--- src/verilog/rv_pkg.sv ---
package rv_pkg;

  // widths
  localparam int xlen    = 32;
  localparam int reg_cnt = 32;

  typedef logic [xlen-1:0]            word_t;
  typedef logic [$clog2(reg_cnt)-1:0] reg_addr_t;
  typedef logic [6:0]                 opcode_t;
  typedef logic [2:0]                 funct3_t;

  localparam word_t reset_pc = 32'h8000_0000; // first fetch address

  // major opcodes
  localparam opcode_t op_reg    = 7'b011_0011;
  localparam opcode_t op_imm    = 7'b001_0011;
  localparam opcode_t op_lui    = 7'b011_0111;
  localparam opcode_t op_auipc  = 7'b001_0111;
  localparam opcode_t op_jal    = 7'b110_1111;
  localparam opcode_t op_jalr   = 7'b110_0111;
  localparam opcode_t op_branch = 7'b110_0011;
  localparam opcode_t op_store  = 7'b010_0011; // decoded, never written back

  // alu funct3
  localparam funct3_t f3_add  = 3'b000; // add, sub, addi
  localparam funct3_t f3_sll  = 3'b001;
  localparam funct3_t f3_slt  = 3'b010;
  localparam funct3_t f3_sltu = 3'b011;
  localparam funct3_t f3_xor  = 3'b100;
  localparam funct3_t f3_sr   = 3'b101; // srl / sra by alt
  localparam funct3_t f3_or   = 3'b110;
  localparam funct3_t f3_and  = 3'b111;

  // branch funct3
  localparam funct3_t f3_beq  = 3'b000;
  localparam funct3_t f3_bne  = 3'b001;
  localparam funct3_t f3_blt  = 3'b100;
  localparam funct3_t f3_bge  = 3'b101;
  localparam funct3_t f3_bltu = 3'b110;
  localparam funct3_t f3_bgeu = 3'b111;

  // decoder output, one per instruction
  typedef struct packed {
    opcode_t   opcode;
    funct3_t   funct3;
    reg_addr_t rd;
    reg_addr_t rs1;
    reg_addr_t rs2;
    logic      alt;       // funct7[5], sub / sra
    word_t     imm;       // already in the format of the opcode
    logic      reg_write;
  } decoded_t;

  // register write, also shown outside the core
  typedef struct packed {
    logic      en;
    reg_addr_t addr;
    word_t     data;
  } wb_t;

endpackage

--- src/verilog/inst_decoder.sv ---
`timescale 1ns/1ps

module inst_decoder
  import rv_pkg::*;
(
  input  word_t    inst,
  output decoded_t dec
);

  opcode_t opcode;
  funct3_t funct3;
  logic    is_shift;

  // candidate immediates, one per format
  word_t imm_i;
  word_t imm_s;
  word_t imm_b;
  word_t imm_u;
  word_t imm_j;
  word_t imm_shamt;

  assign opcode = inst[6:0];
  assign funct3 = inst[14:12];

  assign is_shift = (funct3 == f3_sll) || (funct3 == f3_sr);

  assign imm_i = {{(xlen-12){inst[31]}}, inst[31:20]};
  assign imm_s = {{(xlen-12){inst[31]}}, inst[31:25], inst[11:7]};
  assign imm_b = {{(xlen-13){inst[31]}}, inst[31], inst[7], inst[30:25], inst[11:8], 1'b0};
  assign imm_u = {inst[31:12], 12'h000};
  assign imm_j = {{(xlen-21){inst[31]}}, inst[31], inst[19:12], inst[20], inst[30:21], 1'b0};

  // slli/srli/srai only use the low five bits
  assign imm_shamt = {{(xlen-5){1'b0}}, inst[24:20]};

  always_comb begin
    dec.opcode = opcode;
    dec.funct3 = funct3;
    dec.rd     = inst[11:7];
    dec.rs1    = inst[19:15];
    dec.rs2    = inst[24:20];

    // immediate by format
    case (opcode)
      op_imm:    dec.imm = is_shift ? imm_shamt : imm_i;
      op_jalr:   dec.imm = imm_i;
      op_store:  dec.imm = imm_s;
      op_branch: dec.imm = imm_b;
      op_lui,
      op_auipc:  dec.imm = imm_u;
      op_jal:    dec.imm = imm_j;
      default:   dec.imm = '0; // R type and unknown opcodes
    endcase

    // funct7[5] only matters for sub, sra and srai
    dec.alt = 1'b0;
    if (opcode == op_reg) begin
      dec.alt = inst[30] && ((funct3 == f3_add) || (funct3 == f3_sr));
    end else if (opcode == op_imm) begin
      dec.alt = inst[30] && (funct3 == f3_sr);
    end

    // stores, branches and anything unknown write nothing
    case (opcode)
      op_reg,
      op_imm,
      op_lui,
      op_auipc,
      op_jal,
      op_jalr:  dec.reg_write = 1'b1;
      default:  dec.reg_write = 1'b0;
    endcase
  end

endmodule

--- src/verilog/reg_file.sv ---
`timescale 1ns/1ps

module reg_file
  import rv_pkg::*;
(
  input  logic      clk,
  input  logic      rst_n,
  input  reg_addr_t rs1,
  input  reg_addr_t rs2,
  output word_t     rs1_data,
  output word_t     rs2_data,
  input  wb_t       wb
);

  word_t regs [reg_cnt];

  logic do_write;

  // x0 is never stored
  assign do_write = rst_n && wb.en && (wb.addr != '0);

  always_ff @(posedge clk) begin
    if (do_write) begin
      regs[wb.addr] <= wb.data;
    end
  end

  // combinational reads, x0 reads as zero
  assign rs1_data = (rs1 == '0) ? '0 : regs[rs1];
  assign rs2_data = (rs2 == '0) ? '0 : regs[rs2];

endmodule

--- src/verilog/execute_unit.sv ---
`timescale 1ns/1ps

module execute_unit
  import rv_pkg::*;
(
  input  logic     rst_n,
  input  decoded_t dec,
  input  word_t    pc,
  input  word_t    rs1_data,
  input  word_t    rs2_data,
  output wb_t      wb
);

  word_t      op_a;
  word_t      op_b;
  logic [4:0] shamt;
  logic       sub_op;
  word_t      alu_res;
  word_t      wb_data;

  assign op_a  = rs1_data;
  assign op_b  = (dec.opcode == op_reg) ? rs2_data : dec.imm; // reg or immediate
  assign shamt = op_b[4:0];

  // addi has no subtract form
  assign sub_op = dec.alt && (dec.opcode == op_reg);

  always_comb begin
    case (dec.funct3)
      f3_add:  alu_res = sub_op ? (op_a - op_b) : (op_a + op_b);
      f3_sll:  alu_res = op_a << shamt;
      f3_slt:  alu_res = ($signed(op_a) < $signed(op_b)) ? word_t'(1) : '0;
      f3_sltu: alu_res = (op_a < op_b) ? word_t'(1) : '0;
      f3_xor:  alu_res = op_a ^ op_b;
      f3_sr: begin
        if (dec.alt) begin
          alu_res = word_t'($signed(op_a) >>> shamt); // keeps the sign
        end else begin
          alu_res = op_a >> shamt;
        end
      end
      f3_or:   alu_res = op_a | op_b;
      f3_and:  alu_res = op_a & op_b;
      default: alu_res = '0;
    endcase
  end

  // write-back value by opcode
  always_comb begin
    case (dec.opcode)
      op_reg,
      op_imm:   wb_data = alu_res;
      op_lui:   wb_data = dec.imm;
      op_auipc: wb_data = pc + dec.imm;
      op_jal,
      op_jalr:  wb_data = pc + word_t'(4); // link address
      default:  wb_data = '0;
    endcase
  end

  always_comb begin
    wb.en   = dec.reg_write && rst_n; // quiet while in reset
    wb.addr = dec.rd;
    wb.data = wb_data;
  end

endmodule

--- src/verilog/pc_unit.sv ---
`timescale 1ns/1ps

module pc_unit
  import rv_pkg::*;
(
  input  logic     clk,
  input  logic     rst_n,
  input  decoded_t dec,
  input  word_t    rs1_data,
  input  word_t    rs2_data,
  output word_t    pc
);

  logic  is_eq;
  logic  is_lt;
  logic  is_ltu;
  logic  taken;
  word_t pc_plus4;
  word_t pc_rel;
  word_t jalr_sum;
  word_t next_pc;

  // branch comparator
  assign is_eq  = (rs1_data == rs2_data);
  assign is_lt  = ($signed(rs1_data) < $signed(rs2_data));
  assign is_ltu = (rs1_data < rs2_data);

  always_comb begin
    case (dec.funct3)
      f3_beq:  taken = is_eq;
      f3_bne:  taken = !is_eq;
      f3_blt:  taken = is_lt;
      f3_bge:  taken = !is_lt;
      f3_bltu: taken = is_ltu;
      f3_bgeu: taken = !is_ltu;
      default: taken = 1'b0; // reserved encodings fall through
    endcase
  end

  assign pc_plus4 = pc + word_t'(4);
  assign pc_rel   = pc + dec.imm; // B or J immediate from the decoder
  assign jalr_sum = rs1_data + dec.imm;

  always_comb begin
    case (dec.opcode)
      op_branch: next_pc = taken ? pc_rel : pc_plus4;
      op_jal:    next_pc = pc_rel;
      op_jalr:   next_pc = {jalr_sum[xlen-1:1], 1'b0}; // lsb cleared
      default:   next_pc = pc_plus4;
    endcase
  end

  always_ff @(posedge clk) begin
    if (!rst_n) begin
      pc <= reset_pc;
    end else begin
      pc <= next_pc;
    end
  end

endmodule

--- src/verilog/rv_core.sv ---
`timescale 1ns/1ps

module rv_core
  import rv_pkg::*;
(
  input  logic  clk,
  input  logic  rst_n,
  input  word_t inst,
  output word_t pc,
  output wb_t   wb
);

  decoded_t dec;
  word_t    rs1_data;
  word_t    rs2_data;

  inst_decoder inst_decoder_inst (
    .inst (inst),
    .dec  (dec)
  );

  // write port is fed straight from the write-back bundle
  reg_file reg_file_inst (
    .clk      (clk),
    .rst_n    (rst_n),
    .rs1      (dec.rs1),
    .rs2      (dec.rs2),
    .rs1_data (rs1_data),
    .rs2_data (rs2_data),
    .wb       (wb)
  );

  execute_unit execute_unit_inst (
    .rst_n    (rst_n),
    .dec      (dec),
    .pc       (pc),
    .rs1_data (rs1_data),
    .rs2_data (rs2_data),
    .wb       (wb)
  );

  pc_unit pc_unit_inst (
    .clk      (clk),
    .rst_n    (rst_n),
    .dec      (dec),
    .rs1_data (rs1_data),
    .rs2_data (rs2_data),
    .pc       (pc)
  );

endmodule

--- config.mk ---
export PLATFORM = sky130hd
export DESIGN_NAME = rv_core
export DESIGN_NICKNAME = d
export VERILOG_FILES = /design/src/verilog/rv_pkg.sv /design/src/verilog/inst_decoder.sv /design/src/verilog/reg_file.sv /design/src/verilog/execute_unit.sv /design/src/verilog/pc_unit.sv /design/src/verilog/rv_core.sv
export SDC_FILE = /design/constraint.sdc
export NUM_CORES = 2
export LEC_CHECK = 0
export BUFFER_PORTS_ARGS = -buffer_cell sky130_fd_sc_hd__buf_2
export CAP_MARGIN = 30
export CORE_MARGIN = 1.5
export CORE_UTILIZATION = 40
export CTS_CLUSTER_SIZE = 8
export DETAILED_ROUTE_END_ITERATION = 10
export HOLD_SLACK_MARGIN = 0.1
export PLACE_DENSITY_LB_ADDON = 0.25
export SYNTH_ARGS = -nofsm -noshare
export SYNTH_HDL_FRONTEND = slang
export SYNTH_SLANG_ARGS = --single-unit
--- constraint.sdc ---
create_clock -name clk -period 11.7 [get_ports clk]
set_input_delay 1.17 -clock clk [delete_from_list [all_inputs] [get_ports clk]]
set_output_delay 1.17 -clock clk [all_outputs]
set_load 0.02 [all_outputs]
==> key figures <==
Layout
  • Area growth from synthesis to layout: 12.5%
  • Layout fillers: 13,800
  • Share of cells above drive strength 1: 0.227
  • Fin nets: ~5,100

Drt
  • DRT antenna net count: 0
  • Via count: 48,300
  • Drt wl/cell: 39.5 um
  • Initial DRC count: 6,581
  • Vias per cell: 6.91
  • Final WL: 276,000 um
  • TritonRoute pass-1 iters: 8
  • Drt drc: 0

Synth
  • Seq/Total Area, Yosys: 0.496
  • Largest cells by area after synthesis: edfxtp_1 (49%), mux4_2 (16%), mux2i_1 (3.8%), ha_1 (3.8%), a21oi_1 (1.9%)
  • Async SR Flop Fraction: 0
  • Synth Cell Area: around 63,000 um^2
  • Top-count cell post-synth: edfxtp_1
  • Area leader, netlist: edfxtp_1
  • Unique masters post-synth: 111
  • Syn avg cell area: 13.4 um^2
  • FF+latch count, synth: about 1,100
  • Share of the synthesized area in the top cell type: 0.486
  • Syn Inst Count: between 4,000 and 5,000
  • Top cells by count, synth: edfxtp_1 (1,024), mux4_2 (443), nor2_1 (286)
  • Top_reg_cell synth: edfxtp_1
  • Post-synth EDFFs: 1,024
  • Yosys warns: 0

STA
  • Worst slew pin tran: 1.32 ns
  • Fmax: 98.3 MHz
  • Clock skew: 0.0566 ns
  • # setup viols final: 0
  • Slew Viols, Final: 0
  • Max transition margin: 0.117
  • Tcrit/Tclk final: 0.869
  • RSZ-0062 raised after global routing: no
  • Setup TNS Final: 0 ns
  • Fin. Hold Viols: 0
  • Fin crit period: 10.17 ns

Critical path
  • CP max stage cell: buf_4
  • Largest delay share family, worst path: compound AO/OA/AOI/OAI gates
  • Crit Path Max Fanout: 75
  • Data arrival, critical path: 9.00 ns
  • Worst setup SP type: primary input
  • Largest stage delay on the critical path: 0.70 ns
  • Crit-path cells: buf_8 > buf_4 > buf_4 > mux4_2 > a22oi_1 > o21ai_1 > and3b_1 > inv_1 > ha_1 > nor3b_1 > nand3_1 > o21ai_0 > nor4_1 > o41a_1 > or2_2 > o31ai_1 > xnor2_1 > nor2_1 > o31ai_1 > o221ai_2 > buf_2
  • CP bufs+invs: 5
  • Crit Path Class: primary input to output pin
  • WP data required: between 10 and 15 ns
  • Crit end category: output pin

Power and ir drop
  • Leakage power: 26.6 nW
  • Power Dens Cells: between 100 and 150 nW/um^2
  • Tot Pwr: 0.00935 W
  • Worst ir drop on vdd: 139 uV

Status
  • Outcome: complete, no violations

Job
  • Max-cap violations: 0

Clocking
  • CTS resizes: 0
  • CTS tree: done
  • Postcts setup bufs: 0
  • Clock buffer depth: 3
  • Hold buffer count at cts: 0
  • CTS sink cnt: about 1,100
  • Clk pin slew, worst setup/hold paths: 0.05 ns
  • Clk_lat worst skew: 0.80 ns
  • H-tree lvl count: 4
  • Clock root cell: clkbuf_16
  • CTS Buf Count: 151

Placed design
  • Placer Congestion: 1.09
  • Detailed placement HPWL: around 190,000 um
  • Port bufs: 103

Global routing
  • First-pass GRT wire length: 379,000 um
  • Pin count of the biggest net entering global routing: 89
  • Overall global routing resource usage: 0.338
  • Number of global-route vias before repair: 46,800
  • Antenna violations before repair: 13
  • GRT overflow: 0

Die
  • I/O pin count: approximately 100
  • Die height: 401 um
  • Die width: ~400 um
  • Floorplan core area: 157,000 um^2
  • Row count: 145
  • Initial core utilization: 0.404
  • DIE AREA: 161,000 um^2

Hold path
  • Hold WC Path Type: register to register
[worst paths after layout]
check,startpoint,endpoint,slack (ns),cells past startpoint
max,inst[16],wb[24],1.53,21
min,pc_unit_inst.pc[0],pc_unit_inst.pc[0],0.66,3
max reg2reg,reg_file_inst.regs[6][2],reg_file_inst.regs[14][30],4.50,20
min reg2reg,pc_unit_inst.pc[0],pc_unit_inst.pc[0],0.66,3
[worst register-to-register path: stages, from the launching register on]
cell and delay [ns]:
edfxtp_1 0.39, mux4_2 0.47, a22oi_1 0.26, o31ai_1 0.15, o21ai_0 0.70, inv_1 0.50, ha_1 0.55, a211oi_1 0.36
nor2_1 0.13, o41ai_1 0.23, buf_2 0.23, o211ai_1 0.23, a31oi_1 0.55, o221ai_1 0.26, a221o_1 0.39, a311oi_1 0.42
mux2i_1 0.27, o211ai_1 0.11, o211ai_1 0.20, buf_4 0.27, buf_4 0.31
[metal layers]
layer	vias up	track usage	part of all wire	routed length [um]
met3	641	0.0878	0.11	30300
li1	19400	-	-	-
met5	-	0	0.00023	64
met2	3257	0.504	0.44	121000
met1	25000	0.447	0.39	107000
met4	10	0.190	0.065	17800
[cell families after synthesis]
group                    after synthesis  share of synthesized area
AND/OR/NAND/NOR                      914                     0.0683
multiplexers                         736                      0.210
other                                  1                  0.0000593
XOR/XNOR                             114                     0.0158
flip-flops                          1056                      0.496
AO/OA/AOI/OAI                       1231                      0.135
adder cells (fa/ha/maj)              195                     0.0390
buffers and inverters                463                     0.0360
[through the flow]
stage	worst slack (ns)	cells	cell area (um^2)	hold slack, ns	utilization
6_report	1.53	6983	71200	0.659	0.455
5_1_grt	1.47	6975	71200	0.700	0.454
4_1_cts	1.87	6973	71100	0.653	0.454
3_5_place_dp	1.90	6801	67100	0.652	0.428
3_3_place_gp	1.51	6785	66900	0.641	0.428
2_1_floorplan	2.15	4741	63400	0.684	-
[where the power goes]
part / internal [W] / leakage (nW) / switching, W
Sequential: 0.00411 / 10.9 / 0.00000545
Combinational: 0.000435 / 13.7 / 0.000873
Clock: 0.00237 / 2.01 / 0.00157
Total: 0.00691 / 26.6 / 0.00244
[cells in the final DEF, fill, tap and decap left out, types with 58 or more instances in the layout]
| cell | synthesis | layout |
|---|---|---|
| mux2i_1 | 242 | 242 |
| mux4_2 | 443 | 443 |
| inv_1 | 125 | 124 |
| a21oi_1 | 237 | 234 |
| buf_4 | 27 | 216 |
| a22oi_1 | 137 | 136 |
| ha_1 | 191 | 191 |
| o22ai_1 | 58 | 58 |
| nand2_1 | 234 | 234 |
| nor3_1 | 67 | 63 |
| clkbuf_16 | 0 | 157 |
| a21o_1 | 83 | 83 |
| buf_2 | 68 | 100 |
| edfxtp_1 | 1024 | 1024 |
| a211oi_1 | 59 | 58 |
| o21ai_0 | 185 | 176 |
| nand3_1 | 80 | 80 |
| xnor2_1 | 68 | 68 |
| nor2_1 | 286 | 253 |
[state kept, by name, summed over array words and instances (netlist names)]
name and flops:
reg_file_inst.regs 1024, pc_unit_inst.pc 32
[layout make-up]
class / count / area (um^2) / area share
flip-flops and latches: 1056 / 31400 / 0.441
diodes: 9 / 22.5 / 0.000316
inverters: 134 / 503 / 0.00707
multi-input cells: 3222 / 30300 / 0.425
clock inverters: 8 / 110 / 0.00155
well taps: 2058 / 2570 / 0.0362
repair buffers: 332 / 2350 / 0.0330
clock buffers: 164 / 3980 / 0.0558
Note: power is estimated with default switching activity, not from simulation.
